File: src/verilog/rf_data_pkg.sv
`default_nettype none

package rf_data_pkg;

    // bits per lane
    localparam int lane_w = 8;

    typedef logic signed [lane_w-1:0] lane_t;

    // saturation limits of a signed lane
    localparam lane_t lane_max = 8'sd127;
    localparam lane_t lane_min = -8'sd128;

    // scratch RAM has 256 entries
    typedef logic [7:0] ram_idx_t;

endpackage

`default_nettype wire

File: src/verilog/accum_unit.sv
`timescale 1ns/1ps
`default_nettype none

module accum_unit #(
    parameter int n_lanes = 8
) (
    input  wire                                    clk,
    input  wire                                    reset,
    input  wire                                    ld,
    input  wire  [n_lanes*rf_data_pkg::lane_w-1:0] x,
    output logic [n_lanes*rf_data_pkg::lane_w-1:0] y
);

    localparam int lane_w = rf_data_pkg::lane_w;

    logic [n_lanes*lane_w-1:0] acc;
    logic [n_lanes*lane_w-1:0] acc_next;

    for (genvar i = 0; i < n_lanes; i++) begin : g_lane
        rf_data_pkg::lane_t old_lane;
        rf_data_pkg::lane_t in_lane;
        // one extra bit so the sum cannot wrap
        logic signed [lane_w:0] sum;

        assign old_lane = acc[i*lane_w +: lane_w];
        assign in_lane  = x[i*lane_w +: lane_w];
        assign sum      = old_lane + in_lane;

        always_comb begin
            if (sum > rf_data_pkg::lane_max)
                acc_next[i*lane_w +: lane_w] = rf_data_pkg::lane_max;
            else if (sum < rf_data_pkg::lane_min)
                acc_next[i*lane_w +: lane_w] = rf_data_pkg::lane_min;
            else
                acc_next[i*lane_w +: lane_w] = sum[lane_w-1:0];
        end
    end

    // accumulators only clear on reset
    always_ff @(posedge clk) begin
        if (reset)
            acc <= '0;
        else if (ld)
            acc <= acc_next;
    end

    assign y = acc;

endmodule

`default_nettype wire

File: config.mk
export PLATFORM = sky130hd
export DESIGN_NAME = accum_unit
export DESIGN_NICKNAME = d
export VERILOG_FILES = /design/src/verilog/rf_data_pkg.sv /design/src/verilog/accum_unit.sv
export SDC_FILE = /design/constraint.sdc
export NUM_CORES = 1
export LEC_CHECK = 0
export BUFFER_PORTS_ARGS = -buffer_cell sky130_fd_sc_hd__buf_2
export CAP_MARGIN = 20
export CELL_PAD_IN_SITES_DETAIL_PLACEMENT = 0
export CELL_PAD_IN_SITES_GLOBAL_PLACEMENT = 1
export CORE_MARGIN = 3
export CORE_UTILIZATION = 43
export CTS_BUF_LIST = sky130_fd_sc_hd__clkbuf_2
export DETAILED_ROUTE_END_ITERATION = 12
export PLACE_DENSITY = 0.86
export SLEW_MARGIN = 20
export SYNTH_ARGS = -nofsm -noshare
export SYNTH_HDL_FRONTEND = slang
export SYNTH_SLANG_ARGS = --single-unit
File: constraint.sdc
create_clock -name clk -period 2.8 [get_ports clk]
set_clock_uncertainty 0.15 [all_clocks]
set_input_delay 0.28 -clock clk [delete_from_list [all_inputs] [get_ports clk]]
set_output_delay 0.28 -clock clk [all_outputs]
set_load 0.02 [all_outputs]
### Yosys cells after proc, flatten, opt, wreduce, memory -nomap -nowiden

Cells that the tools add are included.

| operators by class | value |
|---|---|
| add/sub/neg operators | 8 |
| $lt $le $gt $ge | 16 |
| muxes and demuxes | 16 |

Operator list:

| kind | count |
|---|---|
| 8-bit 2-to-1 mux | 16 |
| 8-bit by 8-bit adder with 9-bit output | 8 |
| 9-bit by 8-bit > comparator with 1-bit output, second input constant | 8 |
| 9-bit by 8-bit less-than comparator with 1-bit output, second input constant | 8 |

| storage, ports and cells | value |
|---|---|
| register bits | 64 |
| input port bits | 67 |
| output and inout bits | 64 |
| logic and storage cells | 41 |

### Longest topological paths before layout

| depth | value |
|---|---|
| word-level depth | 4 |
| gate-level depth with buffers | 8 |
| depth with buffers taken out | 8 |

### Least setup slack after synthesis

Ideal clock, no wire load.

| timing path | value |
|---|---|
| path kind | reg-to-reg |
| start point | register acc[8] (netlist: y[8]) |
| end point | register acc[14] (netlist: y[14]) |
| setup time | 0.078 ns |
| arrival time | 2.337 ns |
| required time | 2.572 ns |
| path slack | 0.235 ns |
| cell stages (with the launch flop) | 9 |
| buffers on the path | 0 |
| period minus slack after synthesis | 2.565 ns |
| cells stage by stage | dfxtp_1 -> ha_1 -> fa_1 -> a21o_1 -> a221oi_1 -> xor2_1 -> a32o_1 -> o221a_2 -> nor3_1 |

| on the way | value |
|---|---|
| longest elaborated chain between the ends | 4 |
| elaborated cells between the ends (all ways) | 5 |
| classes of those cells | add/sub (1); order compare (2); mux (2) |

RTL lines:

| item | line | RTL |
|---|---|---|
| start, declared | accum_unit.sv:16 | `logic [n_lanes*lane_w-1:0] acc;` |
| start signal, assigned | accum_unit.sv:44 | `acc <= acc_next;` |
| 8-bit by 8-bit adder with 9-bit output (*) | accum_unit.sv:27 | `assign sum = old_lane + in_lane;` |
| 9-bit by 8-bit less-than comparator with 1-bit output | accum_unit.sv:32 | `else if (sum < rf_data_pkg::lane_min)` |
| 8-bit 2-to-1 mux | accum_unit.sv:32 |  |
| 8-bit 2-to-1 mux (*) | accum_unit.sv:30 | `if (sum > rf_data_pkg::lane_max)` |

Mark *: on every way between the ends. The rest lies on a longest branch, timed or not.
A chain may end at the register's enable or synchronous reset.

### Worst setup path in the final report

| timing path | value |
|---|---|
| start point | register acc[16] (netlist: y[16]) |
| end point | register acc[22] (netlist: y[22]) |

Same word-level chain as after synthesis.

==> flow_metrics.env <==
export IMPL_dieArea_um2=15300
export IMPL_clock_fmax_mhz=376
export IMPL_ys_warn_count=0
export IMPL_cts_sinks=64
export IMPL_num_vias=5255
export IMPL_utilization_pct=51.2
export IMPL_fin_tns_setup_ps=0
export IMPL_nets=910
export IMPL_crit_type="reg -> reg"
export IMPL_multi_input_area_um2=4420
export IMPL_rows=42
export IMPL_layout_cells_most_common_list="129 x buf_2, 85 x nor2_1, 64 x ha_1, 64 x dfxtp_1, 32 x inv_1"
export IMPL_reg2reg_slack_ps=140
export IMPL_maxCapViolations=0
export IMPL_final_setup_viol_count=0
export IMPL_vdd_drop_max_mv=0.212
export IMPL_grt_use_met2_pct=30.4
export IMPL_htree_num_levels=3
export IMPL_final_common_cell="buf_2"
export IMPL_post_route_drc_count=0
export IMPL_worstPathMaxFanout=3
export IMPL_arrival_ps=2950
export IMPL_antenna_found_initial=3
export IMPL_start_util_pct=44.5
export IMPL_cp_slowest_cell="fa_1"
export IMPL_ios=131
export IMPL_largest_register_ffs=64
export IMPL_clk_pin_slew_worst_paths_ps=210
export IMPL_cts_buffers=9
export IMPL_grt_pass1_wl_mm=22.6
export IMPL_synth_edf_count=0
export IMPL_filler_cell_count=1316
export IMPL_grt_usage_pct=18.0
export IMPL_cellPowerDensity_nw_per_um2=617
export IMPL_hold_viol_final=0
export IMPL_synth_seq_area_share_pct=21.5
export IMPL_grt_pass1_vias=4931
export IMPL_clockBufferDepth=2
export IMPL_via_per_inst=5.50
export IMPL_synth_main_ff_cell="dfxtp_1"
export IMPL_wl_per_cell_um=14.7
export IMPL_cts_setup_buffers=0
export IMPL_syn_num_nets=789
export IMPL_worst_setup_path_start_kind="flop"
export IMPL_p_leak_nw=3.17
export IMPL_drtAntennaViolNets=0
export IMPL_grt_ovfl_total=0
export IMPL_die_h_um=124
export IMPL_met3_usage_pct=2.36
export IMPL_whs_ps=92.4
export IMPL_ys_seq_elements=64
export IMPL_grt_busiest_layer="met2"
export IMPL_period_minus_slack_ps=2660
export IMPL_insertion_delay_ps=510
export IMPL_syn_area_um2=5960
export IMPL_grtUsageMet1_pct=22.8
export IMPL_port_buffers=130
export IMPL_die_w_um=124
export IMPL_drt_iter0_markers=229
export IMPL_cp_data_required_time_ps=3090
export IMPL_hp_class="in -> reg"
export IMPL_finalCritPeriodShare_pct=95.0
export IMPL_cts_root_buf="clkbuf_2"
export IMPL_fin_cells=956
export IMPL_drt_pass1_iterations=4
export IMPL_place_gp_congestion=0.847
export IMPL_tightest_slew_ps=625
export IMPL_outcome="finished, final reports clean"
export IMPL_async_reset_ff_share_pct=0
export IMPL_finalPower_mw=4.23
export IMPL_wirelength_mm=14.0
export IMPL_synthDominantCellAreaShare_pct=21.5
export IMPL_area_delta_synth_final_pct=15.0
export IMPL_grt_max_degree=54
export IMPL_synth_avg_cell_area_um2=9.17
export IMPL_syn_inst=650
export IMPL_crit_chain="ha_1, fa_1, a21o_1, a221oi_2, xor2_1, a32o_1, o221a_2, nor3_1"
export IMPL_max_stage_delay_ps=400
export IMPL_slew_headroom_pct=58.4
export IMPL_place_hpwl_mm=10.7
export IMPL_drv_slew=0
export IMPL_coreArea_um2=13400
export IMPL_dp_cells=936
export IMPL_end_kind="flop"
export IMPL_synth_area_leaders="dfxtp_1 21%, ha_1 13%, a211oi_2 5.9%, maj3_2 5.7%, nor2_1 5.4%"
export IMPL_yosysUniqueCellTypes=68
export IMPL_yosysTopAreaCell="dfxtp_1"
export IMPL_regArea_um2=1280
export IMPL_cts_tree="built"
export IMPL_layout_drive_gt1_share_pct=32.5
==> cell usage after synthesis (4+ instances only) <==
cell,number
a2111oi_4,4
a211oi_1,24
a211oi_2,28
a21boi_1,5
a21o_1,19
a21oi_1,31
a311oi_1,11
a31oi_1,4
and3_2,4
clkbuf_1,15
dfxtp_1,64
fa_1,8
ha_1,64
inv_1,32
maj3_1,14
maj3_2,30
mux2i_1,10
nand2_1,27
nand2b_1,6
nand3_1,13
nor2_1,85
nor2b_1,4
nor3_1,13
nor3_2,5
nor4b_1,4
o21ai_0,15
xnor2_1,16
xor2_1,15
==> final timing paths <==
kind | end | startpoint | cells past startpoint
max | y[22] | y[16] | 8
min reg2reg | y[5] | y[5] | 2
max reg2reg | y[22] | y[16] | 8
min | y[15] | reset | 2
==> timing repair <==
item	CTS	global route
hold endpoints to repair	0	0
hold buffers	0	0
setup endpoints to repair	0	4
resized for setup	0	3
==> power by group <==
| group | switching (mW) | total [mW] | leakage, nW | internal [mW] |
|---|---|---|---|---|
| combinational | 1.43 | 2.57 | 2.58 | 1.14 |
| clock | 0.351 | 0.473 | 0.0594 | 0.122 |
| sequential | 0.135 | 1.19 | 0.533 | 1.06 |
==> layout make-up <==
cell class | count | share of cell area (%)
Tap cell | 176 | 3.21
Antenna cell | 4 | 0.146
Clock buffer | 12 | 0.875
Multi-Input combinational cell | 527 | 64.5
Clock inverter | 4 | 0.310
Inverter | 34 | 1.86
Sequential cell | 64 | 18.7
Timing Repair Buffer | 135 | 10.4
==> logic make-up after synthesis <==
group                    after synthesis  synth area share [%]
flip-flops                            64                  21.5
XOR/XNOR                              33                  5.10
adder cells (fa/ha/maj)              116                  24.1
AND/OR/NAND/NOR                      181                  14.9
AO/OA/AOI/OAI                        185                  27.7
multiplexers                          12                  2.06
buffers and inverters                 59                  4.60
==> critical path, delay by kind of cell, from the launching register on <==
family / cells / cell delay (ps)
xor+xnor: 1 / 160
flops: 1 / 370
compound gates: 4 / 1120
simple gates: 1 / 150
fa+ha+maj: 2 / 630
==> metrics by stage <==
stage / setup WS, ps / cell area (µm²)
2_1_floorplan: 235 / 5960
3_3_place_gp: 166 / 6750
3_5_place_dp: 32.0 / 6750
4_1_cts: 37.2 / 6830
5_1_grt: -40.3 / 6860
6_report: 141 / 6860
==> layer usage <==
metal	wire, µm	part of all wire, %	vias up
li1	-	-	2681
met1	6450	46	2452
met2	6660	47	102
met3	587	4.2	20
met4	329	2.3	0
met5	0	0	-
Note: power is estimated with default switching activity, not from simulation.
