**src/verilog/rf_addr_pkg.sv**
```systemverilog
`default_nettype none

package rf_addr_pkg;

    // slots per kind, fixed by the memory map below
    localparam int n_slots = 4;

    typedef logic [8:0] addr_t;

    // windows in the 0x100 page, everything else aliases into the RAM
    typedef enum addr_t {
        ADDR_ACC_0_X = 9'h100,
        ADDR_ACC_1_X = 9'h101,
        ADDR_ACC_2_X = 9'h102,
        ADDR_ACC_3_X = 9'h103,
        ADDR_ACC_0_Y = 9'h108,
        ADDR_ACC_1_Y = 9'h109,
        ADDR_ACC_2_Y = 9'h10a,
        ADDR_ACC_3_Y = 9'h10b,
        ADDR_ACT_0_X = 9'h120,
        ADDR_ACT_1_X = 9'h121,
        ADDR_ACT_2_X = 9'h122,
        ADDR_ACT_3_X = 9'h123,
        ADDR_ACT_0_Y = 9'h128,
        ADDR_ACT_1_Y = 9'h129,
        ADDR_ACT_2_Y = 9'h12a,
        ADDR_ACT_3_Y = 9'h12b
    } addr_map_e;

endpackage

`default_nettype wire

```
**src/verilog/rf_data_pkg.sv**
```systemverilog
`default_nettype none

package rf_data_pkg;

    // bits per lane
    localparam int lane_w = 8;

    typedef logic signed [lane_w-1:0] lane_t;

    // saturation limits of a signed lane
    localparam lane_t lane_max = 8'sd127;
    localparam lane_t lane_min = -8'sd128;

    // scratch RAM has 256 entries
    typedef logic [7:0] ram_idx_t;

endpackage

`default_nettype wire

```
**src/verilog/rf_result.sv**
```systemverilog
`timescale 1ns/1ps
`default_nettype none

module rf_result #(
    parameter int n_lanes = 8
) (
    input  wire                                    clk,
    input  wire                                    reset,
    input  wire  rf_addr_pkg::addr_t               rf_addr,
    input  wire  [n_lanes*rf_data_pkg::lane_w-1:0] acc_y [rf_addr_pkg::n_slots],
    input  wire  [n_lanes*rf_data_pkg::lane_w-1:0] act_y [rf_addr_pkg::n_slots],
    input  wire  [n_lanes*rf_data_pkg::lane_w-1:0] ram_q,
    output logic [n_lanes*rf_data_pkg::lane_w-1:0] rf_q
);

    // delayed by one cycle to line up with the RAM read
    rf_addr_pkg::addr_t addr_q;

    always_ff @(posedge clk) begin
        if (reset)
            addr_q <= '0;
        else
            addr_q <= rf_addr;
    end

    always_comb begin
        case (addr_q)
            rf_addr_pkg::ADDR_ACC_0_Y: rf_q = acc_y[0];
            rf_addr_pkg::ADDR_ACC_1_Y: rf_q = acc_y[1];
            rf_addr_pkg::ADDR_ACC_2_Y: rf_q = acc_y[2];
            rf_addr_pkg::ADDR_ACC_3_Y: rf_q = acc_y[3];
            rf_addr_pkg::ADDR_ACT_0_Y: rf_q = act_y[0];
            rf_addr_pkg::ADDR_ACT_1_Y: rf_q = act_y[1];
            rf_addr_pkg::ADDR_ACT_2_Y: rf_q = act_y[2];
            rf_addr_pkg::ADDR_ACT_3_Y: rf_q = act_y[3];
            // unmapped addresses read the RAM
            default:                   rf_q = ram_q;
        endcase
    end

endmodule

`default_nettype wire

```
**config.mk**
```make
export PLATFORM = sky130hd
export DESIGN_NAME = rf_result
export DESIGN_NICKNAME = d
export VERILOG_FILES = /design/src/verilog/rf_addr_pkg.sv /design/src/verilog/rf_data_pkg.sv /design/src/verilog/rf_result.sv
export SDC_FILE = /design/constraint.sdc
export NUM_CORES = 1
export LEC_CHECK = 0
export ABC_CLOCK_PERIOD_IN_PS = 2900
export BUFFER_PORTS_ARGS = -buffer_cell sky130_fd_sc_hd__buf_2
export CELL_PAD_IN_SITES_DETAIL_PLACEMENT = 1
export CELL_PAD_IN_SITES_GLOBAL_PLACEMENT = 1
export CORE_AREA = 2 2 255 257
export DETAILED_ROUTE_END_ITERATION = 8
export DIE_AREA = 0 0 257 259
export PLACE_DENSITY_LB_ADDON = 0.1
export SYNTH_ARGS = -nofsm -noshare
export SYNTH_HDL_FRONTEND = slang
export SYNTH_SLANG_ARGS = --single-unit
export TNS_END_PERCENT = 20
```
**constraint.sdc**
```tcl
create_clock -name clk -period 2.9 [get_ports clk]
set_input_delay 0.58 -clock clk [delete_from_list [all_inputs] [get_ports clk]]
set_output_delay 0.58 -clock clk [all_outputs]
set_load 0.02 [all_outputs]
```
### After elaboration in Yosys (flattened, before gate mapping)

Index checks and enable logic that the tools add are counted.

* flip-flop bits (word level): 9
* input bits: 587
* logic and storage cells: 10
* output and inout port bits: 64

* eq/ne operators: 8
* muxes and demuxes: 1

Operators by type and width (count)
* $pmux W64 S8: 1
* $eq A9 B9 Y1 const B: 8

### Depth between registers and ports, before layout

* word-level depth: 2
* depth in mapped cells: 7
* gate-level depth less buffers: 4

### Worst setup path before layout

No wires, ideal clock.

* path type: flip-flop to output port
* start: register addr_q[1]
* end: output port rf_q[15] in the netlist's numbering
* arrival: 1.909 ns
* slack: 0.411 ns
* path buffers: 3
* stages on the path, launching flop included: 7
* data required time: 2.320 ns
* path through: dfxtp_1 > buf_4 > buf_2 > clkbuf_1 > mux2_2 > a222oi_1 > o21ai_0

* word-level cells in the longest chain between the ends: 2
* elaborated cells between the ends (all ways): 9
* classes of those cells: 8 x eq/ne; 1 x mux

Ends and longest elaborated chain
* start, declared: line rf_result.sv:17 `rf_addr_pkg::addr_t addr_q;`
* start signal, assigned: line rf_result.sv:23 `addr_q <= rf_addr;`
* $eq A9 B9 Y1: line rf_result.sv:27 `case (addr_q)`
* $pmux W64 S8 *: line rf_result.sv:27
* end, declared: line rf_result.sv:13 `output logic [n_lanes*rf_data_pkg::lane_w-1:0] rf_q`

Mark *: on every way between the ends. The rest lies on a longest branch, timed or not.

### Worst setup path in the final report

* start: register addr_q[0]
* end: output port rf_q[49] in the netlist's numbering

The elaborated chain is that of the path after synthesis.

==> results.yml <==
grt:
  grt_pass1_vias: 8924
  largest_net_degree_at_the_start_of_global_routing: 50
  antenna_violations_before_repair: 16
  globalRouteOverflowTotal: 0
  grt_use_total: 0.138
  grt_pass1_wl_um: 67200
critical_path:
  cp_cell_instances: "nor2_2, buf_4, a222oi_1, o22ai_1, o22a_1, buf_2"
  cp.arrival_ns: 2.30
  crit_slowest_cell: "sky130_fd_sc_hd__nor2_2"
  timing.critical_path.from_type: "register"
  timing_worst_setup_path_type: "register to output port"
  cp-end-kind: "output port"
  worst_ep_required_time_ns: 2.32
  crit_path_max_incr_delay_ns: 0.85
  timing.critical_path.fanout_max: 19
sta:
  slew_headroom: 0.273
  post-route-min-period_ns: 2.88
  fin_setup_tns_ns: 0
  finalCritPeriodShare: 0.993
  rsz0062_at_grt: "yes"
  fmaxAchievable_mhz: 347
  report.final.slew_viol_count: 0
  tightestPinTransition_ns: 1.09
  report.final.hold_viol_count: 0
  final_setup_violation_count: 0
route:
  number_of_nets_still_failing_antenna_checks_after_routing: 0
  drtIter0Drc: 569
  vias_per_inst: 3.91
  post-route-drc-count: 0
  routed_via_count: 8027
  drt-pass1-iter-count: 8
  postRouteWirelength_um: 49500
  wire_length_per_cell_after_detailed_routing_um: 24.1
yosys:
  synthesis.nets: 1146
  synth.largest_area_cell: "sky130_fd_sc_hd__mux2i_1"
  synth_cell_type_count: 37
  synth_cells: 559
  yosys_warnings: 0
  sequential_cell_area_fraction_in_the_yosys_report: 0.0385
  synth_async_sr_flop_share: 0
  synth-seq-cells: 9
  synth.avg_cell_area_um2: 8.37
  postSynth.topFlopCell: "sky130_fd_sc_hd__dfxtp_1"
  synthTopCellsByArea: "sky130_fd_sc_hd__mux2i_1, sky130_fd_sc_hd__mux2_2, sky130_fd_sc_hd__a222oi_1"
  mappedNetlistArea_um2: 4680
  synth_top_cell_area_share: 0.184
  synth-edff-count: 0
finish:
  area_growth_pct: 105
  fin_util: 0.150
  final_layout_size_suffix_gt1_frac: 0.669
  regMostFlops: "addr_q"
  nets_final: 1781
  finish.cell_count_without_fillers: 2054
  layout_common_cells: "sky130_fd_sc_hd__buf_2, sky130_fd_sc_hd__mux2i_1, sky130_fd_sc_hd__mux2_2, sky130_fd_sc_hd__a222oi_1, sky130_fd_sc_hd__o2bb2ai_1"
  reg_top3: "addr_q x9"
  largest_register_ff_count: 9
  fin_area_um2: 9610
  layout.cells.most_common: "sky130_fd_sc_hd__buf_2"
hold_path:
  hp-class: "primary input to register"
  worst_hold_path.endpoint: "addr_q[8]"
  timing.hold.worst_path_depth: 2
  hold_path_startpoint: "rf_addr[8]"
status:
  run_status: "finished clean"
die:
  num_rows: 93
  floorplan.die_area_um2: 66600
  floorplan.die.width_um: 257
  floorplan.core_area_um2: 63900
  boundaryPins: 651
  overall_die_height_um: 259
  initial_core_util: 0.0732
clock_tree:
  worst_setup_hold_path_clk_slew_ns: 0.04
  clock_tree.buffer_depth: 2
  number_of_hold_repair_buffers_added_at_the_cts_stage: 0
  tritoncts.num_buffers: 3
  numClockSinks: 9
  cts_tree: "yes"
  htree_num_levels: 1
  clockRootBuffer: "sky130_fd_sc_hd__clkbuf_16"
placement:
  port_buffer_count: 650
  place.gp.congestion: 0.891
  placedCellCount: 2036
  detailedPlacementHpwl_um: 40300
  placement.cell_area_um2: 9270
pwr:
  lkg_pwr_nw: 4.23
  power_per_cell_area_nw_per_um2: 164
  irDropWorstVdd_mv: 0.121
  total_power_mw: 1.57
flow_run:
  max_cap_violations: 0
[repair_timing]
action / in CTS / in global routing
gates cloned: 1 / 1
resized for setup: 14 / 17
endpoints found under the setup margin: 37 / 52
buffers inserted: 2 / 4
pin swaps: 2 / 11
[cell usage after synthesis (4+ instances only)]
| master | count |
|---|---|
| sky130_fd_sc_hd__mux2i_1 | 86 |
| sky130_fd_sc_hd__mux2_2 | 67 |
| sky130_fd_sc_hd__a222oi_1 | 59 |
| sky130_fd_sc_hd__clkbuf_1 | 43 |
| sky130_fd_sc_hd__a2bb2oi_1 | 40 |
| sky130_fd_sc_hd__o2bb2ai_1 | 40 |
| sky130_fd_sc_hd__o21ai_0 | 31 |
| sky130_fd_sc_hd__buf_2 | 27 |
| sky130_fd_sc_hd__a22oi_1 | 23 |
| sky130_fd_sc_hd__a221o_1 | 19 |
| sky130_fd_sc_hd__o22a_1 | 19 |
| sky130_fd_sc_hd__o22ai_1 | 19 |
| sky130_fd_sc_hd__nand3_1 | 10 |
| sky130_fd_sc_hd__nor2_1 | 10 |
| sky130_fd_sc_hd__nor2b_1 | 10 |
| sky130_fd_sc_hd__dfxtp_1 | 9 |
| sky130_fd_sc_hd__o21ai_1 | 9 |
| sky130_fd_sc_hd__nand2_1 | 5 |
| sky130_fd_sc_hd__nor3_1 | 5 |
| sky130_fd_sc_hd__a2111o_1 | 4 |
| sky130_fd_sc_hd__a21oi_1 | 4 |
[report_power, final]
group	switching [mW]	leakage [nW]	internal [mW]
Sequential	0.00863	0.0764	0.131
Combinational	0.572	4.12	0.622
Clock	0.0566	0.0382	0.183
Total	0.637	4.23	0.936
[worst max-delay path by stage]
stage	startpoint	endpoint	slack, ns
5_1_grt	addr_q[0]	rf_q[40]	-0.07
3_5_place_dp	addr_q[1]	rf_q[35]	0.13
2_1_floorplan	addr_q[1]	rf_q[15]	0.41
4_1_cts	addr_q[4]	rf_q[14]	-0.02
3_3_place_gp	addr_q[1]	rf_q[24]	0.13
6_report	addr_q[0]	rf_q[49]	0.02
[layer usage]
metal	routed length (um)	global-route usage
met5	67	0
met3	3430	0.0313
met1	19100	0.153
met2	26600	0.271
met4	379	0.0178
[final cells by class]
class | instances | area, um2
Clock buffer | 4 | 78.8
Antenna cell | 6 | 15.0
Fill cell | 7740 | 54300
Inverter | 1 | 3.75
Tap cell | 855 | 1070
Multi-Input combinational cell | 475 | 4280
Sequential cell | 9 | 189
Timing Repair Buffer | 704 | 3980
[metrics by stage]
stage / worst slack [ns] / hold slack (ns)
3_3_place_gp: 0.130 / 0.800
6_report: 0.0190 / 0.566
3_5_place_dp: 0.129 / 0.804
4_1_cts: -0.0224 / 0.567
2_1_floorplan: 0.411 / 0.652
5_1_grt: -0.0706 / 0.568
[worst max-delay path: cells and delay by family (launching register included)]
| family | cells | cell delay [ns] |
|---|---|---|
| flops | 1 | 0.36 |
| compound gates | 3 | 0.40 |
| simple gates | 1 | 0.85 |
| buf+inv | 2 | 0.44 |
[kinds of logic (layout without fill, tap and decap cells)]
| group | Yosys count | count (layout) | synth area share |
|---|---|---|---|
| flip-flops | 9 | 9 | 0.0385 |
| AND/OR/NAND/NOR | 52 | 52 | 0.0677 |
| multiplexers | 154 | 154 | 0.350 |
| other | 0 | 6 | 0 |
| buffers and inverters | 75 | 709 | 0.0698 |
| AO/OA/AOI/OAI | 269 | 269 | 0.474 |
Note: power is estimated with default switching activity, not from simulation.
