[config.mk]
export PLATFORM = sky130hd
export DESIGN_NAME = relu_unit
export DESIGN_NICKNAME = d
export VERILOG_FILES = /design/src/verilog/rf_data_pkg.sv /design/src/verilog/relu_unit.sv
export SDC_FILE = /design/constraint.sdc
export NUM_CORES = 1
export LEC_CHECK = 0
export ABC_CLOCK_PERIOD_IN_PS = 830
export BUFFER_PORTS_ARGS = -buffer_cell sky130_fd_sc_hd__clkbuf_2
export CORE_MARGIN = 5
export CORE_UTILIZATION = 40
export CTS_BUF_LIST = sky130_fd_sc_hd__clkbuf_16
export DETAILED_ROUTE_END_ITERATION = 8
export GPL_TIMING_DRIVEN = 0
export PLACE_DENSITY = 0.76
export SYNTH_ARGS = -nofsm -noshare
export SYNTH_HDL_FRONTEND = slang
export SYNTH_SLANG_ARGS = --single-unit
[constraint.sdc]
create_clock -name clk -period 0.83 [get_ports clk]
set_clock_uncertainty 0.1 [all_clocks]
set_input_delay 0.166 -clock clk [delete_from_list [all_inputs] [get_ports clk]]
set_output_delay 0.166 -clock clk [all_outputs]
set_load 0.005 [all_outputs]
[src/verilog/rf_data_pkg.sv]
`default_nettype none

package rf_data_pkg;

    // bits per lane
    localparam int lane_w = 8;

    typedef logic signed [lane_w-1:0] lane_t;

    // saturation limits of a signed lane
    localparam lane_t lane_max = 8'sd127;
    localparam lane_t lane_min = -8'sd128;

    // scratch RAM has 256 entries
    typedef logic [7:0] ram_idx_t;

endpackage

`default_nettype wire

[src/verilog/relu_unit.sv]
`timescale 1ns/1ps
`default_nettype none

module relu_unit #(
    parameter int n_lanes = 8
) (
    input  wire                                    clk,
    input  wire                                    reset,
    input  wire                                    ld,
    input  wire  [n_lanes*rf_data_pkg::lane_w-1:0] x,
    output logic [n_lanes*rf_data_pkg::lane_w-1:0] y
);

    localparam int lane_w = rf_data_pkg::lane_w;

    logic [n_lanes*lane_w-1:0] relu;
    logic [n_lanes*lane_w-1:0] act;

    for (genvar i = 0; i < n_lanes; i++) begin : g_lane
        rf_data_pkg::lane_t in_lane;

        assign in_lane = x[i*lane_w +: lane_w];
        // negative lanes become zero
        assign relu[i*lane_w +: lane_w] = (in_lane < 0) ? '0 : in_lane;
    end

    always_ff @(posedge clk) begin
        if (reset)
            act <= '0;
        else if (ld)
            act <= relu;
    end

    assign y = act;

endmodule

`default_nettype wire

# [Yosys cells after proc, flatten, opt, wreduce, memory -nomap -nowiden]
# Cells that the tools add are included.
[word_totals] romBits=0 inputBits=67 ff_bits=64 latch_bits=0 out_inout_bits=64 ram_bits=0 memories=0
[op_classes] magnitude_cmp=8 eq_ne=0 n_shift=0 n_mux=8 div=0 n_addsub=0 multipliers=0 n_reduce_logical=0 n_bitwise=0
[op_table] operator="8-bit by 1-bit less-than comparator with 1-bit output, second input constant" count=8
[op_table] operator="8-bit 2-to-1 mux" count=8

# [Longest topological paths before layout]
# Gate-level depths: netlist of the first run.
[logic_depth] depth_word=2 depth_mapped=4 ltp_nobuf=2

# [Least setup slack after synthesis of the first run]
# OpenSTA, ideal clock, no wires.
[synth_path] kind="input -> register" startpoint="input port reset" endpoint="register act[10], in the netlist y[10]" path_buffers=2 arrival_time_ns=0.648 setup_time_ns=0.132 required_time_ns=0.598 slack_ns=-0.050 cell_stages=3 cell_sequence="buf_2 -> buf_1 -> a21oi_1"
[synth_rtl] element="start, declared" line_no="relu_unit.sv:8" text="input wire reset,"
[synth_rtl] element="end signal, assigned" line_no="relu_unit.sv:31" text="act <= relu;"
[synth_rtl] element="end, declared" line_no="relu_unit.sv:17" text="logic [n_lanes*lane_w-1:0] act;"
# No word-level cell between the ends.

# [Worst setup path after layout of the first run]
[layout_path] startpoint="register act[25], in the netlist y[25]" endpoint="output port y[25] in the netlist's numbering"
[layout_rtl] element="end, declared" line_no="relu_unit.sv:11" text="output logic [n_lanes*rf_data_pkg::lane_w-1:0] y"
# No word-level cell between the ends.

==> results of run 1 <==
==> cells in the final DEF, fill, tap and decap left out <==
| master | netlist | routed |
|---|---|---|
| a21oi_1 | 56 | 53 |
| a21oi_2 | 0 | 3 |
| buf_2 | 3 | 7 |
| buf_4 | 9 | 29 |
| buf_6 | 6 | 24 |
| bufinv_16 | 0 | 3 |
| clkbuf_1 | 4 | 4 |
| clkbuf_16 | 0 | 5 |
| clkbuf_2 | 0 | 104 |
| conb_1 | 1 | 8 |
| dfxtp_2 | 0 | 56 |
| nand2b_1 | 56 | 53 |
| nand2b_4 | 0 | 3 |
| nand3b_1 | 56 | 56 |
==> area by class of cell <==
class | count | area (sq um) | share of cell area (%)
Sequential cell | 56 | 1191 | 32.43
Tap cell | 75 | 93.84 | 2.554
Multi-Input combinational cell | 176 | 1115 | 30.35
Timing Repair Buffer | 142 | 873.3 | 23.77
Clock inverter | 3 | 90.09 | 2.452
Clock buffer | 5 | 125.1 | 3.406
Buffer | 26 | 185.2 | 5.041
==> power by group through the flow <==
stage / logic (mW) / clock network (mW) / registers [mW]
floorplan: 0.358 / 0 / 2.91
global placement: 0.701 / 0 / 2.90
detailed placement: 0.710 / 0 / 2.91
CTS: 0.735 / 3.04 / 2.86
global route: 0.902 / 3.15 / 2.88
finish: 0.818 / 2.98 / 2.87
==> kinds of logic (layout without fill, tap and decap cells) <==
kind of cell,after synthesis,count (layout),synth area share (%)
other,1,8,0.1592
flip-flops,56,56,47.58
AO/OA/AOI/OAI,56,56,11.90
AND/OR/NAND/NOR,112,112,32.71
buffers and inverters,26,176,7.646
==> what timing repair did <==
action                     4_1_cts  5_1_grt
setup endpoints to repair       56       58
gates resized for setup         56       36
pin swaps                        0        1
setup buffers                    8       15
==> metal layers <==
layer	wire length (microns)	GRT usage, %	share of wire [%]
met5	0	0	0
met4	91	4.674	1.4
met1	2722	20.59	42
met3	475	4.658	7.3
met2	3230	27.96	50
==> per-stage QoR <==
| stage | setup TNS [ns] | hold WS [ns] |
|---|---|---|
| 4_1_cts | -9.391 | 0.009937 |
| 2_1_floorplan | 0 | 0.2298 |
| 5_1_grt | -10.40 | 0.01330 |
| 3_5_place_dp | -5.059 | 0.3205 |
| 3_3_place_gp | -4.298 | 0.3186 |
| 6_report | -8.838 | 0.01709 |
==> how the worst max path moves through the flow <==
stage	from	end	slack [ns]	cells past startpoint
global route	y[25]	y[25]	-0.20	1
floorplan	ld	y[49]	0.0001	4
finish	y[25]	y[25]	-0.18	1
CTS	y[28]	y[28]	-0.18	1
detailed placement	reset	y[32]	-0.13	3
global placement	reset	y[16]	-0.10	3
==> results.toml, run 1 <==
[power]
ir_drop_uv = 931.2
swShare_pct = 20.23
p_switching_mw = 1.350
seq_power_share_pct = 43.0
comb_power_share_pct = 12.3
internal_power_mw = 5.320
power_density_nw_per_um2 = 1816
p_total_mw = 6.670
p_leak_nw = 1.632
p_clk_share_pct = 44.7

[clock_tree]
cts_buffer_depth = 2
cts_buffers = 5
clock_sinks = 56
clock_latency_ns = 0.28
clk_pin_slew_ns = 0.07
cts_root_buf = "clkbuf_16"
cts_hold_buf = 0
cts_tree = "yes"
htreeDepth = 2

[synthesis]
syn-mean-instance-area_sq_um = 9.386
ys.flop_type = "dfxtp_1"
yosys-top-cells-count = "a21oi_1, dfxtp_1, nand2b_1, nand3b_1, buf_4"
ys_top_cells_by_area = "dfxtp_1, nand3b_1, nand2b_1"
synthCells = 251
synthArstFlopShare_pct = 0
synth_edf_count = 0
netlist.top_cell.by_area = "dfxtp_1"
ys_warn_count = 0
synth_seq_cells = 56
yosysSeqAreaShare_pct = 47.58
synthDistinctLibCells = 10
syn-cell-area_sq_um = 2356
synth_top_area_share_pct = 47.58

[drt]
ant_nets = 0
num_vias = 2266
wl_per_cell_microns = 13.49
vias_per_cell = 4.692
routed_wl_microns = 6518
drt-initial-drc-count = 47
drc = 0
first_pass_iters = 4

[outcome]
outcome = "finished with violations"
violations = "negative setup slack"

[timing]
layout_min_cycle_time_ns = 1.008
finalCritPeriodShare_pct = 121.5
setup_viol = 57
finalHoldViolCount = 0
report.final.slew_viol_count = 0
rsz0062_at_grt = "yes"
max_clock_freq_mhz = 991.7
setup_slack_ns = -0.1784

[floorplan]
num_rows = 28
initial_utilization_pct = 40.51
die_w_microns = 86.75
die_area_sq_um = 7525
core_sq_um = 5816
ios = 131
dieHeight_microns = 86.75

[worst_hold_path]
hold_end = "y[35]"
hold_path_class = "in2reg"
min_from = "x[35]"
hold_path_depth = 3

[layout]
largest_register_ffs = 56
fin_area_sq_um = 3674
fin_cells = 483
antenna_cells = 0
area_delta_synth_final_pct = 55.92
nets = 474
drive_gt1_share_pct = 57.35
fillCellCount = 525
fin_util_pct = 63.17

[placement]
dp_cells = 453
io_buffers = 120
dp_slack_ns = -0.1258
place_area_sq_um = 3082
dpl.hpwl_microns = 4577
place.gp.congestion = 0.7413

[worst_setup_path]
setup.worst_path.start_class = "register"
cp.arrival_ns = 0.74
path_class = "reg2out"
cp-end-kind = "primary output"
timing.critical_path.buf_inv = 1
path_cells = "clkbuf_2"
cp_max_fo = 2
critPathSlowestCell = "dfxtp_2"
r2r-start = "y[25]"
cpPeakStageDelay_ns = 0.35
required_ns = 0.56
rr_worst_depth = 4
regToRegSetupSlack_ns = -0.02
r2r_end = "y[25]"
crit_family = "flip-flops"

[global_route]
grt_max_degree = 18
grt_antenna_before_repair = 0
grt_overflow_total = 0
grt_pass1_wl_microns = 10180
grt_pass1_vias = 2228
track_usage_pct = 16.55

[job]
maxCapViolations = 0
Power figures use the tool's default switching activity.
==> run 2: changes to the inputs <==
--- a/config.mk
+++ b/config.mk
@@ -12,7 +12,7 @@
 export CTS_BUF_LIST = sky130_fd_sc_hd__clkbuf_16
 export DETAILED_ROUTE_END_ITERATION = 8
 export GPL_TIMING_DRIVEN = 0
-export PLACE_DENSITY = 0.76
+export PLACE_DENSITY = 0.73
 export SYNTH_ARGS = -nofsm -noshare
 export SYNTH_HDL_FRONTEND = slang
 export SYNTH_SLANG_ARGS = --single-unit
==> results.toml, run 2 (synthesis results as in run 1) <==
[floorplan]
initial_utilization_pct = 40.51
core_sq_um = 5816
num_rows = 28
die_w_microns = 86.75
die_area_sq_um = 7525
dieHeight_microns = 86.75
ios = 131

[clock_tree]
clk_pin_slew_ns = 0.07
clock_sinks = 56
clock_latency_ns = 0.28
cts_hold_buf = 0
cts_buffers = 5
htreeDepth = 2
cts_buffer_depth = 2
cts_root_buf = "clkbuf_16"
cts_tree = "yes"

[layout]
antenna_cells = 0
regArea_sq_um = 1191
fillCellCount = 526
area_delta_synth_final_pct = 53.69
drive_gt1_share_pct = 57.42
multi_input_area_sq_um = 1111
fin_util_pct = 62.26
largest_register_ffs = 56
nets = 478
final_common_cell = "clkbuf_2"
final_cell_mix = "clkbuf_2, nand3b_1, dfxtp_2, nand2b_1, a21oi_1"
fin_cells = 486

[drt]
routed_wl_microns = 6564
drt-initial-drc-count = 71
drc = 0
num_vias = 2300
ant_nets = 0
first_pass_iters = 4
wl_per_cell_microns = 13.51
vias_per_cell = 4.733

[placement]
dp_slack_ns = -0.1307
io_buffers = 120
dpl.hpwl_microns = 4652
dp_cells = 453
place.gp.congestion = 0.7215

[power]
internal_power_mw = 4.382
power_density_nw_per_um2 = 1561
p_clk_share_pct = 34.5
p_total_mw = 5.654
p_switching_mw = 1.272
ir_drop_uv = 977.2
p_leak_nw = 1.616
seq_power_share_pct = 50.8
swShare_pct = 22.49
comb_power_share_pct = 14.8

[worst_setup_path]
required_ns = 0.56
path_class = "reg2out"
cp-end-kind = "primary output"
r2r_end = "y[45]"
setup.worst_path.start_class = "register"
cp_max_fo = 2
regToRegSetupSlack_ns = -0.08
r2r-start = "y[45]"
timing.critical_path.buf_inv = 1
rr_worst_depth = 4
critPathSlowestCell = "dfxtp_2"
path_cells = "clkbuf_2"
cp.arrival_ns = 0.73
cpPeakStageDelay_ns = 0.34
crit_family = "flip-flops"

[global_route]
grt_overflow_total = 0
grt_pass1_wl_microns = 9873
track_usage_pct = 15.97
grt_antenna_before_repair = 0
grt_pass1_vias = 2106
grt_max_degree = 16

[timing]
setup_slack_ns = -0.1677
setup_viol = 58
finalCritPeriodShare_pct = 120.2
report.final.slew_viol_count = 0
rsz0062_at_grt = "yes"
max_clock_freq_mhz = 1002
finalHoldViolCount = 0
layout_min_cycle_time_ns = 0.9977

[worst_hold_path]
hold_path_class = "in2reg"
hold_end = "y[0]"
hold_path_depth = 3
min_from = "x[0]"

[outcome]
violations = "negative setup slack"
outcome = "finished with violations"

[job]
maxCapViolations = 0
[run 2: cell type report]
type,count,share of cell area (%)
Sequential cell,56,32.90
Multi-Input combinational cell,176,30.68
Timing Repair Buffer,146,25.02
Buffer,26,5.114
Clock buffer,5,3.455
Tap cell,75,2.592
Clock inverter,2,0.2419
[run 2: tightest hold or removal path, cell delays in order]
cell	delay, ns
clkbuf_2	0.08
nand3b_1	0.06
a21oi_1	0.06
[run 2: through the flow]
step	TNS [ns]	instance area [sq um]	hold WS [ns]
after floorplan	0	2387	0.2298
after global placement	-4.523	3082	0.3192
after detailed placement	-5.189	3082	0.3236
after CTS	-8.912	3376	0.01666
after global routing	-10.04	3621	0.02336
final	-8.499	3621	0.02207
[run 2: repair_timing]
item | 4_1_cts | 5_1_grt
setup buffers | 12 | 14
setup endpoints to repair | 56 | 58
gates resized for setup | 56 | 36
hold endpoints to repair | 0 | 0
[run 2: power by group through the flow]
stage | Combinational (mW) | Sequential (mW) | Clock [mW]
floorplan | 0.358 | 2.91 | 0
global placement | 0.705 | 2.90 | 0
detailed placement | 0.714 | 2.90 | 0
CTS | 0.749 | 2.86 | 2.01
global route | 0.913 | 2.88 | 2.12
finish | 0.835 | 2.87 | 1.95
[run 2: worst max-delay path by stage]
stage	startpoint	to	slack [ns]	depth (start not counted)
2_1_floorplan	ld	y[49]	0.0001	4
3_3_place_gp	reset	y[18]	-0.1	3
3_5_place_dp	reset	y[35]	-0.13	3
4_1_cts	y[56]	y[56]	-0.18	1
5_1_grt	y[61]	y[61]	-0.19	1
6_report	y[57]	y[57]	-0.17	1
[run 2: layer usage]
| layer | up-vias | wire length (microns) | GRT usage, % |
|---|---|---|---|
| li1 | 1154 | - | - |
| met5 | - | 0 | 0 |
| met4 | 0 | 57 | 5.241 |
| met3 | 4 | 402 | 3.137 |
| met2 | 78 | 3211 | 25.24 |
| met1 | 1064 | 2892 | 21.86 |
