`src/verilog/rf_addr_pkg.sv`:
```
`default_nettype none

package rf_addr_pkg;

    // slots per kind, fixed by the memory map below
    localparam int n_slots = 4;

    typedef logic [8:0] addr_t;

    // windows in the 0x100 page, everything else aliases into the RAM
    typedef enum addr_t {
        ADDR_ACC_0_X = 9'h100,
        ADDR_ACC_1_X = 9'h101,
        ADDR_ACC_2_X = 9'h102,
        ADDR_ACC_3_X = 9'h103,
        ADDR_ACC_0_Y = 9'h108,
        ADDR_ACC_1_Y = 9'h109,
        ADDR_ACC_2_Y = 9'h10a,
        ADDR_ACC_3_Y = 9'h10b,
        ADDR_ACT_0_X = 9'h120,
        ADDR_ACT_1_X = 9'h121,
        ADDR_ACT_2_X = 9'h122,
        ADDR_ACT_3_X = 9'h123,
        ADDR_ACT_0_Y = 9'h128,
        ADDR_ACT_1_Y = 9'h129,
        ADDR_ACT_2_Y = 9'h12a,
        ADDR_ACT_3_Y = 9'h12b
    } addr_map_e;

endpackage

`default_nettype wire

```
`src/verilog/rf_decode.sv`:
```
`timescale 1ns/1ps
`default_nettype none

module rf_decode (
    input  wire rf_addr_pkg::addr_t        rf_addr,
    input  wire                            rf_we,
    input  wire                            rf_re,
    output logic [rf_addr_pkg::n_slots-1:0] acc_ld,
    output logic [rf_addr_pkg::n_slots-1:0] act_ld,
    output logic                           ram_we,
    output logic                           ram_re
);

    rf_addr_pkg::addr_map_e win;

    assign win = rf_addr_pkg::addr_map_e'(rf_addr);

    // writes: X windows pulse a slot, anything else goes to the RAM
    always_comb begin
        acc_ld = '0;
        act_ld = '0;
        ram_we = 1'b0;
        if (rf_we) begin
            case (win)
                rf_addr_pkg::ADDR_ACC_0_X: acc_ld[0] = 1'b1;
                rf_addr_pkg::ADDR_ACC_1_X: acc_ld[1] = 1'b1;
                rf_addr_pkg::ADDR_ACC_2_X: acc_ld[2] = 1'b1;
                rf_addr_pkg::ADDR_ACC_3_X: acc_ld[3] = 1'b1;
                rf_addr_pkg::ADDR_ACT_0_X: act_ld[0] = 1'b1;
                rf_addr_pkg::ADDR_ACT_1_X: act_ld[1] = 1'b1;
                rf_addr_pkg::ADDR_ACT_2_X: act_ld[2] = 1'b1;
                rf_addr_pkg::ADDR_ACT_3_X: act_ld[3] = 1'b1;
                default:                   ram_we = 1'b1;
            endcase
        end
    end

    // reads: Y windows are served from the slot outputs, no enable needed
    always_comb begin
        ram_re = 1'b0;
        if (rf_re) begin
            case (win)
                rf_addr_pkg::ADDR_ACC_0_Y,
                rf_addr_pkg::ADDR_ACC_1_Y,
                rf_addr_pkg::ADDR_ACC_2_Y,
                rf_addr_pkg::ADDR_ACC_3_Y,
                rf_addr_pkg::ADDR_ACT_0_Y,
                rf_addr_pkg::ADDR_ACT_1_Y,
                rf_addr_pkg::ADDR_ACT_2_Y,
                rf_addr_pkg::ADDR_ACT_3_Y: ram_re = 1'b0;
                default:                   ram_re = 1'b1;
            endcase
        end
    end

endmodule

`default_nettype wire

```
`config.mk`:
```
export PLATFORM = sky130hd
export DESIGN_NAME = rf_decode
export DESIGN_NICKNAME = d
export VERILOG_FILES = /design/src/verilog/rf_addr_pkg.sv /design/src/verilog/rf_decode.sv
export SDC_FILE = /design/constraint.sdc
export NUM_CORES = 1
export LEC_CHECK = 0
export ABC_CLOCK_PERIOD_IN_PS = 2690
export BUFFER_PORTS_ARGS = -buffer_cell sky130_fd_sc_hd__buf_2
export CAP_MARGIN = 20
export CORE_AREA = 2 2 39 41
export DETAILED_ROUTE_END_ITERATION = 8
export DIE_AREA = 0 0 41 43
export PLACE_DENSITY = 0.46
export SLEW_MARGIN = 20
export SYNTH_ARGS = -nofsm -noshare
export SYNTH_HDL_FRONTEND = slang
export SYNTH_SLANG_ARGS = --single-unit
export TNS_END_PERCENT = 1
```
`constraint.sdc`:
```
create_clock -name vclk -period 2.69
set_input_delay 0.269 -clock vclk [all_inputs]
set_output_delay 0.269 -clock vclk [all_outputs]
set_load 0.01 [all_outputs]
```
After elaboration in Yosys (flattened, before gate mapping)
Cells that the tools add are included.
{"block": "classes", "reduce_logical": 2, "n_mux": 14, "n_eq_ne": 16}
{"op": "$eq 9x9->1 const B", "count": 16}
{"op": "$reduce_or 8->1", "count": 2}
{"op": "$mux 1", "count": 12}
{"op": "$mux 4", "count": 2}
{"block": "totals", "inputBits": 11, "wordCells": 32, "regBits": 0, "output_inout_bits": 10}

Depth between registers and ports, before layout
Gate-level depths: netlist of the first run.
{"block": "logic_depth", "word_depth": 4, "mapped_depth": 3, "ltp_nobuf": 2}

Worst setup path after synthesis of the first run
Ideal clock, no wire load.
{"block": "synth_timing", "path_kind": "input port to output port", "from": "in rf_addr[6]", "to": "out ram_re", "n_path_buf": 1, "cell_stages": 3, "required_time_ns": 2.421, "path_slack_ns": 1.289, "arrival_time_ns": 1.132, "path_cell_list": "or3b_1 -> buf_6 -> o41a_1"}
{"block": "synth_via", "elab_chain_len": 4, "word_cells_on_any_way": 11, "cone_classes": "eq/ne: 8; mux: 2; reduce/logical: 1"}
{"element": "start: declaration", "line": "rf_decode.sv:5", "rtl": "input wire rf_addr_pkg::addr_t rf_addr,"}
{"element": "$eq 9x9->1", "line": "rf_decode.sv:42", "rtl": "case (win)"}
{"element": "$reduce_or 8->1 (*)", "line": "rf_decode.sv:42"}
{"element": "$mux 1 (*)", "line": "rf_decode.sv:42"}
{"element": "$mux 1 (*)", "line": "rf_decode.sv:41", "rtl": "if (rf_re) begin"}
{"element": "end: declaration", "line": "rf_decode.sv:11", "rtl": "output logic ram_re"}
Every way passes the cells marked *; elsewhere a longest branch is shown, timed or not.

Worst setup path after layout of the first run
{"block": "layout_timing", "from": "in rf_addr[6]", "to": "out ram_we"}
{"block": "layout_via", "elab_chain_len": 4, "word_cells_on_any_way": 11, "cone_classes": "eq/ne: 8; mux: 2; reduce/logical: 1"}
{"element": "$eq 9x9->1", "line": "rf_decode.sv:24", "rtl": "case (win)"}
{"element": "$reduce_or 8->1 (no source line) (*)"}
{"element": "$mux 1 (*)", "line": "rf_decode.sv:24"}
{"element": "$mux 1 (*)", "line": "rf_decode.sv:23", "rtl": "if (rf_we) begin"}
{"element": "end: declaration", "line": "rf_decode.sv:10", "rtl": "output logic ram_we,"}
Marks and branches as above.

==> results of run 1 <==
[logic make-up after synthesis]
kind of cell           after synthesis  share of synthesized area
and+or+nand+nor                     15                      0.732
AOI/OAI and AO/OA                    2                      0.161
buffers and inverters                2                      0.107
[worst max-delay path: cells and delay by family]
| family | cells | cell delay (ns) |
|---|---|---|
| AOI/OAI and AO/OA | 1 | 0.35 |
| buffers and inverters | 2 | 0.23 |
| and+or+nand+nor | 1 | 0.51 |
[metrics by stage]
stage	total power [W]	instances	setup WS [ns]	hold WS [ns]	instance area, µm²
after floorplan	0.0000104	19	1.29	0.656	140
after global placement	0.0000223	55	1.06	0.847	254
after detailed placement	0.0000226	55	1.05	0.849	254
after CTS	0.0000226	55	1.05	0.852	254
after global routing	0.0000248	55	1.00	0.874	254
final	0.0000226	55	1.06	0.851	254
[layout make-up]
type	count	area, µm²
Tap cell	16	20.0
Timing Repair Buffer	21	105
Inverter	1	3.75
Multi-Input combinational cell	17	125
Fill cell	160	1130
[worst max path at each step]
stage | start | to | slack, ns
final | rf_addr[6] | ram_we | 1.06
after global routing | rf_addr[4] | act_ld[2] | 1.00
after CTS | rf_addr[6] | ram_we | 1.05
after detailed placement | rf_addr[6] | ram_we | 1.05
after global placement | rf_addr[6] | ram_we | 1.06
after floorplan | rf_addr[6] | ram_re | 1.29
[power by group]
group          switching, W  total (W)  internal [W]
combinational     0.0000111  0.0000226     0.0000115
clock                     0          0             0
sequential                0          0             0
[synthesized netlist by cell type]
cell	instances
nor3_1	8
nand3b_1	2
o41a_1	2
buf_6	1
inv_1	1
nand3_1	1
or3b_1	1
or3b_2	1
or4_4	1
or4b_4	1
[per-layer routing]
layer  up-vias  global-route usage
met1        94              0.0759
met2        15              0.0813
met3         0                   0
met4         0                   0
li1        119                   -
met5         -                   0
==> out/results.tsv, run 1 <==
stage	metric	value	unit
place	dpl hpwl	436	µm
synthesis	Net Count, Synth	30	
place	routability congestion estimate	0.630	
routing	DRT Pass-1 Iters	2	
finish	FF+latch count	0	
setup_path	Crit. End Element	primary output	
finish	commonest cells after routing, fill and taps aside	buf_2 (21), nor3_1 (8), nand3b_1 (2), o41a_1 (2)	
routing	WL/cell	9.09	µm
power	Lkg Pwr	0.120	nW
floorplanning	core area	0.00138	mm²
synthesis	yosys warns	0	
grt	largest net degree at the start of global routing	11	
setup_path	crit-path most repeated cell	buf_2	
synthesis	sequential area share after synthesis	0	
min_path	worst hold start	rf_re	
synthesis	synth unique cells	10	
finish	most common cell after layout, fill and taps aside	buf_2	
min_path	Hold Path End	ram_re	
sta	RSZ-0062 raised after global routing	false	
place	port bufs	21	
routing	DRC viols	0	
routing	DR WL met3	69	µm
synthesis	cell area after synthesis	140	µm²
sta	Final Max Tran Viols	0	
grt	initial antenna violation count	0	
routing	DRT iter0 DRCs	1	
sta	final hold violations	0	
setup_path	CP required	2.42	ns
sta	slew margin rel.	0.800	
grt	grt total ovfl	0	
grt	Global Route Usage Sum	0.0500	
min_path	Hold WC Path Type	input port to primary output	
routing	met2 wire length	194	µm
synthesis	Cells after Synth	19	
finish	Core Util, Final	0.184	
synthesis	Avg Inst Size Synth	7.38	µm²
setup_path	worst path cell trace	buf_2 > or3b_1 > o41a_1 > buf_2	
grt	vias in the first global route	176	
sta	Final min period	1.63	ns
sta	part of the cycle the worst path needs	0.607	
floorplanning	Die Height	43	µm
min_path	WHS Path Cells	3	
clock_tree	Post-CTS Setup Repair Bufs	0	
finish	Nets	52	
floorplanning	Die Area	0.00176	mm²
finish	share of layout cells above drive strength 1	0.615	
status	status	finished, final reports clean	
setup_path	crit path max fanout	10	
routing	highest layer used for signal routing	met3	
finish	P&R area growth vs syn	81.3	%
routing	wl on met1	236	µm
power	Pwr per Cell Area	89.1	mW/mm²
floorplanning	initial core utilization	0.101	
setup_path	WS Path Type	input port to primary output	
sta	worst-margin pin slew	0.300	ns
routing	Vias/cell	4.15	
sta	f_max	0.612	GHz
sta	post-route setup TNS	0	ns
synthesis	area leader, netlist	nor3_1	
setup_path	Max stage delay on crit path	0.51	ns
synthesis	top-area cell type share of the netlist area	0.286	
setup_path	Slowest-stage cell, CP	or3b_1	
floorplanning	die width	41	µm
grt	first-pass GRT wire length	683	µm
routing	final wirelength	500	µm
finish	CLK BUF	0	
finish	register area	0	µm²
clock_tree	CTS resizes	0	
floorplanning	# rows	14	
power	peak supply drop	0.0318	mV
setup_path	arrival time worst endpoint	1.36	ns
sta	setup violators final	0	
setup_path	critical path launch point type	input port	
finish	antenna cells	0	
clock_tree	cts hold-fix bufs	0	
floorplanning	# IOs	21	
routing	Final ANT Viol Nets	0	
routing	routed via count	228	
synthesis	Synth area leaders	nor3_1 (29%), o41a_1 (16%), nand3b_1 (11%)	
run	max-cap viol count	0	
Note: power is estimated with default switching activity, not from simulation.
==> inputs of run 2 (changes only) <==
--- a/config.mk
+++ b/config.mk
@@ -5,7 +5,7 @@
 export SDC_FILE = /design/constraint.sdc
 export NUM_CORES = 1
 export LEC_CHECK = 0
-export ABC_CLOCK_PERIOD_IN_PS = 2690
+export ABC_CLOCK_PERIOD_IN_PS = 1570
 export BUFFER_PORTS_ARGS = -buffer_cell sky130_fd_sc_hd__buf_2
 export CAP_MARGIN = 20
 export CORE_AREA = 2 2 39 41
==> constraint.sdc (replaced) <==
create_clock -name vclk -period 1.57
set_input_delay 0.157 -clock vclk [all_inputs]
set_output_delay 0.157 -clock vclk [all_outputs]
set_load 0.01 [all_outputs]
==> run 2 against run 1 <==
Combinational power grew 70%. Via count is 4.8% higher. Global-route usage grew 0.70 points. Critical path depth unchanged. Die area unchanged. Routed wire length decreased by 4.0%. Power increased by 70%. Worst setup slack got worse by 0.90 ns. Sequential share of layout area unchanged. Highest routed layer unchanged.
==> out/results.tsv, run 2 (synthesis results as in run 1) <==
stage	metric	value	unit	change
sta	final hold violations	0		unchanged
grt	Global Route Usage Sum	0.0569		+0.00699
routing	final wirelength	480	µm	-4.0%
setup_path	crit path max fanout	10		unchanged
run	max-cap viol count	0		unchanged
grt	grt total ovfl	0		unchanged
routing	Final ANT Viol Nets	0		unchanged
setup_path	crit-path most repeated cell	buf_2		
setup_path	worst path cell trace	buf_2 > or3b_1 > o41a_1 > buf_2		
place	routability congestion estimate	0.605		-4.0%
finish	commonest cells after routing, fill and taps aside	buf_2 (21), nor3_1 (8), nand3b_1 (2), o41a_1 (2)		
routing	WL/cell	8.73	µm	-4.0%
finish	Nets	52		unchanged
sta	RSZ-0062 raised after global routing	false		
floorplanning	initial core utilization	0.101		unchanged
setup_path	arrival time worst endpoint	1.26	ns	-0.10 ns
finish	register area	0	µm²	unchanged
finish	share of layout cells above drive strength 1	0.615		unchanged
setup_path	CP required	1.41	ns	-1.01 ns
sta	final hold slack	0.624	ns	-0.227 ns
finish	area of the multi-input gates	125	µm²	unchanged
floorplanning	Die Area	0.00176	mm²	unchanged
sta	post-route setup TNS	0	ns	unchanged
setup_path	Slowest-stage cell, CP	or3b_1		
sta	f_max	0.706	GHz	
finish	CLK BUF	0		unchanged
routing	Vias/cell	4.35		+4.8%
finish	antenna cells	0		unchanged
sta	slew margin rel.	0.790		-0.00978
setup_path	WS Path Type	input port to primary output		
floorplanning	# IOs	21		unchanged
sta	Final min period	1.42	ns	
finish	FF+latch count	0		unchanged
min_path	Hold WC Path Type	input port to primary output		
setup_path	critical path launch point type	input port		
sta	setup violators final	0		unchanged
floorplanning	core area	0.00138	mm²	unchanged
finish	P&R area growth vs syn	81.3	%	unchanged
grt	first-pass GRT wire length	759	µm	+11%
status	status	finished, final reports clean		
power	Lkg Pwr	0.120	nW	unchanged
place	placed cell areas	254	µm²	unchanged
setup_path	Max stage delay on crit path	0.52	ns	about the same
min_path	WHS Path Cells	3		unchanged
finish	Final Cell Area	254	µm²	unchanged
power	peak supply drop	0.0509	mV	+60%
grt	vias in the first global route	197		+12%
sta	part of the cycle the worst path needs	0.902		
grt	initial antenna violation count	0		unchanged
clock_tree	Post-CTS Setup Repair Bufs	0		unchanged
sta	Final Max Tran Viols	0		unchanged
setup_path	Crit. End Element	primary output		
routing	DRT iter0 DRCs	2		+1
finish	most common cell after layout, fill and taps aside	buf_2		
floorplanning	die width	41	µm	unchanged
place	port bufs	21		unchanged
sta	worst-margin pin slew	0.314	ns	+0.0147 ns
clock_tree	CTS resizes	0		unchanged
floorplanning	Die Height	43	µm	unchanged
finish	# fillers	161		+0.63%
routing	DRC viols	0		unchanged
routing	DRT Pass-1 Iters	2		unchanged
place	dpl hpwl	426	µm	-2.1%
clock_tree	cts hold-fix bufs	0		unchanged
grt	largest net degree at the start of global routing	11		unchanged
power	Pwr per Cell Area	151	mW/mm²	+70%
routing	routed via count	239		+4.8%
floorplanning	# rows	14		unchanged
## run 2: cell counts in the layout (fill, tap and decap cells not counted)
No cell type changed its count.
## run 2: final cells by class
class | count | area share
Timing Repair Buffer | 21 | 0.414
Multi-Input combinational cell | 17 | 0.493
Tap cell | 16 | 0.0788
Inverter | 1 | 0.0148
## run 2: metrics by stage
| stage | std cells | setup WS (ns) | utilization | power, W |
|---|---|---|---|---|
| 6_report | 55 | 0.154 | 0.184 | 0.0000385 |
| 5_1_grt | 55 | 0.0752 | 0.184 | 0.0000432 |
| 4_1_cts | 55 | 0.143 | 0.184 | 0.0000389 |
| 3_5_place_dp | 55 | 0.142 | 0.184 | 0.0000388 |
| 3_3_place_gp | 55 | 0.151 | 0.184 | 0.0000384 |
| 2_1_floorplan | 19 | 0.393 | - | 0.0000178 |
## run 2: where the power goes
part           internal [W]  switching [W]
Sequential                0              0
Clock                     0              0
Combinational     0.0000197      0.0000188
Total             0.0000197      0.0000188
## run 2: final timing paths
path	slack, ns	from	endpoint
setup / recovery	0.15	rf_addr[6]	ram_we
hold / removal	0.62	rf_re	ram_re
## run 2: layer usage
layer	GRT usage	part of all wire
met2	0.100	0.43
met1	0.0759	0.44
met3	0.00524	0.13
met4	0	0
met5	0	0
## run 2: critical path, delay by kind of cell
kind / cells / cell delay (ns)
and+or+nand+nor: 1 / 0.52
buffers and inverters: 2 / 0.23
AOI/OAI and AO/OA: 1 / 0.35
==> inputs of run 3 (changes only) <==
--- a/config.mk
+++ b/config.mk
@@ -11,7 +11,7 @@
 export CORE_AREA = 2 2 39 41
 export DETAILED_ROUTE_END_ITERATION = 8
 export DIE_AREA = 0 0 41 43
-export PLACE_DENSITY = 0.46
+export PLACE_DENSITY = 0.39
 export SLEW_MARGIN = 20
 export SYNTH_ARGS = -nofsm -noshare
 export SYNTH_HDL_FRONTEND = slang
==> run 3 against run 2 <==
Core utilization did not move. Non-clock buffer count did not move. Global-route usage fell by 0.50 points. Critical endpoint is now ram_re. Critical path type unchanged. Sequential share of layout area did not move. Combinational power barely moved.
==> out/results.tsv, run 3 (synthesis results as in run 1) <==
stage	metric	value	unit	change
floorplanning	# rows	14		unchanged
grt	vias in the first global route	191		-3.0%
sta	Final min period	1.42	ns	+0.00125 ns
sta	Final Max Tran Viols	0		unchanged
sta	f_max	0.705	GHz	about the same
place	port bufs	21		unchanged
clock_tree	cts hold-fix bufs	0		unchanged
setup_path	worst path cell trace	buf_2 > or3b_1 > o41a_1 > buf_2		
routing	routed via count	227		-5.0%
floorplanning	Die Area	0.00176	mm²	unchanged
floorplanning	# IOs	21		unchanged
clock_tree	CTS resizes	0		unchanged
power	Lkg Pwr	0.120	nW	unchanged
place	routability congestion estimate	0.605		about the same
finish	area of the multi-input gates	125	µm²	unchanged
min_path	Hold WC Path Type	input port to primary output		
setup_path	CP required	1.41	ns	about the same
finish	P&R area growth vs syn	81.3	%	unchanged
status	status	finished, final reports clean		
floorplanning	core area	0.00138	mm²	unchanged
sta	setup violators final	0		unchanged
setup_path	crit-path leading delay family	simple AND/OR/NAND/NOR gates		
finish	commonest cells after routing, fill and taps aside	buf_2 (21), nor3_1 (8), nand3b_1 (2), o41a_1 (2)		
grt	initial antenna violation count	0		unchanged
setup_path	Slowest-stage cell, CP	or3b_1		
setup_path	CP bufs+invs	2		unchanged
routing	WL/cell	8.95	µm	+2.5%
sta	final hold violations	0		unchanged
sta	worst-margin pin slew	0.316	ns	+0.00177 ns
setup_path	WS Path Type	input port to primary output		
min_path	worst hold start	rf_re		
setup_path	critical path launch point type	input port		
place	placed cell areas	254	µm²	unchanged
routing	DRT iter0 DRCs	1		-1
sta	RSZ-0062 raised after global routing	false		
grt	grt total ovfl	0		unchanged
clock_tree	Post-CTS Setup Repair Bufs	0		unchanged
routing	Vias/cell	4.13		-5.0%
grt	first-pass GRT wire length	696	µm	-8.3%
finish	FF+latch count	0		unchanged
routing	final wirelength	492	µm	+2.5%
setup_path	Max stage delay on crit path	0.52	ns	about the same
finish	register area	0	µm²	unchanged
routing	DRT Pass-1 Iters	2		unchanged
finish	Final Cell Area	254	µm²	unchanged
sta	part of the cycle the worst path needs	0.903		about the same
power	Pwr per Cell Area	152	mW/mm²	about the same
setup_path	arrival time worst endpoint	1.26	ns	about the same
grt	Global Route Usage Sum	0.0519		-0.00500
power	peak supply drop	0.0684	mV	+34%
finish	Nets	52		unchanged
setup_path	Crit. End Element	primary output		
grt	largest net degree at the start of global routing	11		unchanged
run	max-cap viol count	0		unchanged
place	dpl hpwl	436	µm	+2.3%
finish	# fillers	166		+3.1%
sta	slew margin rel.	0.789		-0.00118
routing	DRC viols	0		unchanged
routing	Final ANT Viol Nets	0		unchanged
floorplanning	initial core utilization	0.101		unchanged
finish	CLK BUF	0		unchanged
finish	share of layout cells above drive strength 1	0.615		unchanged
finish	most common cell after layout, fill and taps aside	buf_2		
finish	antenna cells	0		unchanged
floorplanning	Die Height	43	µm	unchanged
floorplanning	die width	41	µm	unchanged
sta	final hold slack	0.622	ns	-0.00255 ns
setup_path	crit path max fanout	10		unchanged
setup_path	crit-path most repeated cell	buf_2		
setup_path	Worst setup startpoint	rf_addr[6]		
sta	post-route setup TNS	0	ns	unchanged
[run 3: cell counts in the layout (fill, tap and decap cells not counted)]
No cell type changed its count.
[run 3: worst paths after layout]
check	endpoint	slack [ns]	cells past startpoint
max	ram_re	0.15	4
min	ram_re	0.62	3
[run 3: stage by stage]
| step | total power, W | utilization | instances | worst slack (ns) |
|---|---|---|---|---|
| after CTS | 0.0000390 | 0.184 | 55 | 0.144 |
| after detailed placement | 0.0000389 | 0.184 | 55 | 0.144 |
| final | 0.0000385 | 0.184 | 55 | 0.152 |
| after floorplan | 0.0000178 | - | 19 | 0.393 |
| after global placement | 0.0000387 | 0.184 | 55 | 0.148 |
| after global routing | 0.0000421 | 0.184 | 55 | 0.117 |
[run 3: layout make-up]
| class | instances | share of cell area |
|---|---|---|
| Multi-Input combinational cell | 17 | 0.493 |
| Timing Repair Buffer | 21 | 0.414 |
| Tap cell | 16 | 0.0788 |
| Inverter | 1 | 0.0148 |
[run 3: power by group]
group	internal, W	switching [W]	leakage [nW]
Combinational	0.0000197	0.0000188	0.120
Clock	0	0	0
Sequential	0	0	0
[run 3: metal layers]
| metal | part of all wire | routed length, µm | up-vias | global-route usage |
|---|---|---|---|---|
| met5 | 0 | 0 | - | 0 |
| met4 | 0 | 0 | 0 | 0 |
| met3 | 0.17 | 82 | 0 | 0.0105 |
| met2 | 0.40 | 196 | 15 | 0.0844 |
| met1 | 0.43 | 213 | 94 | 0.0728 |
| li1 | - | - | 118 | - |
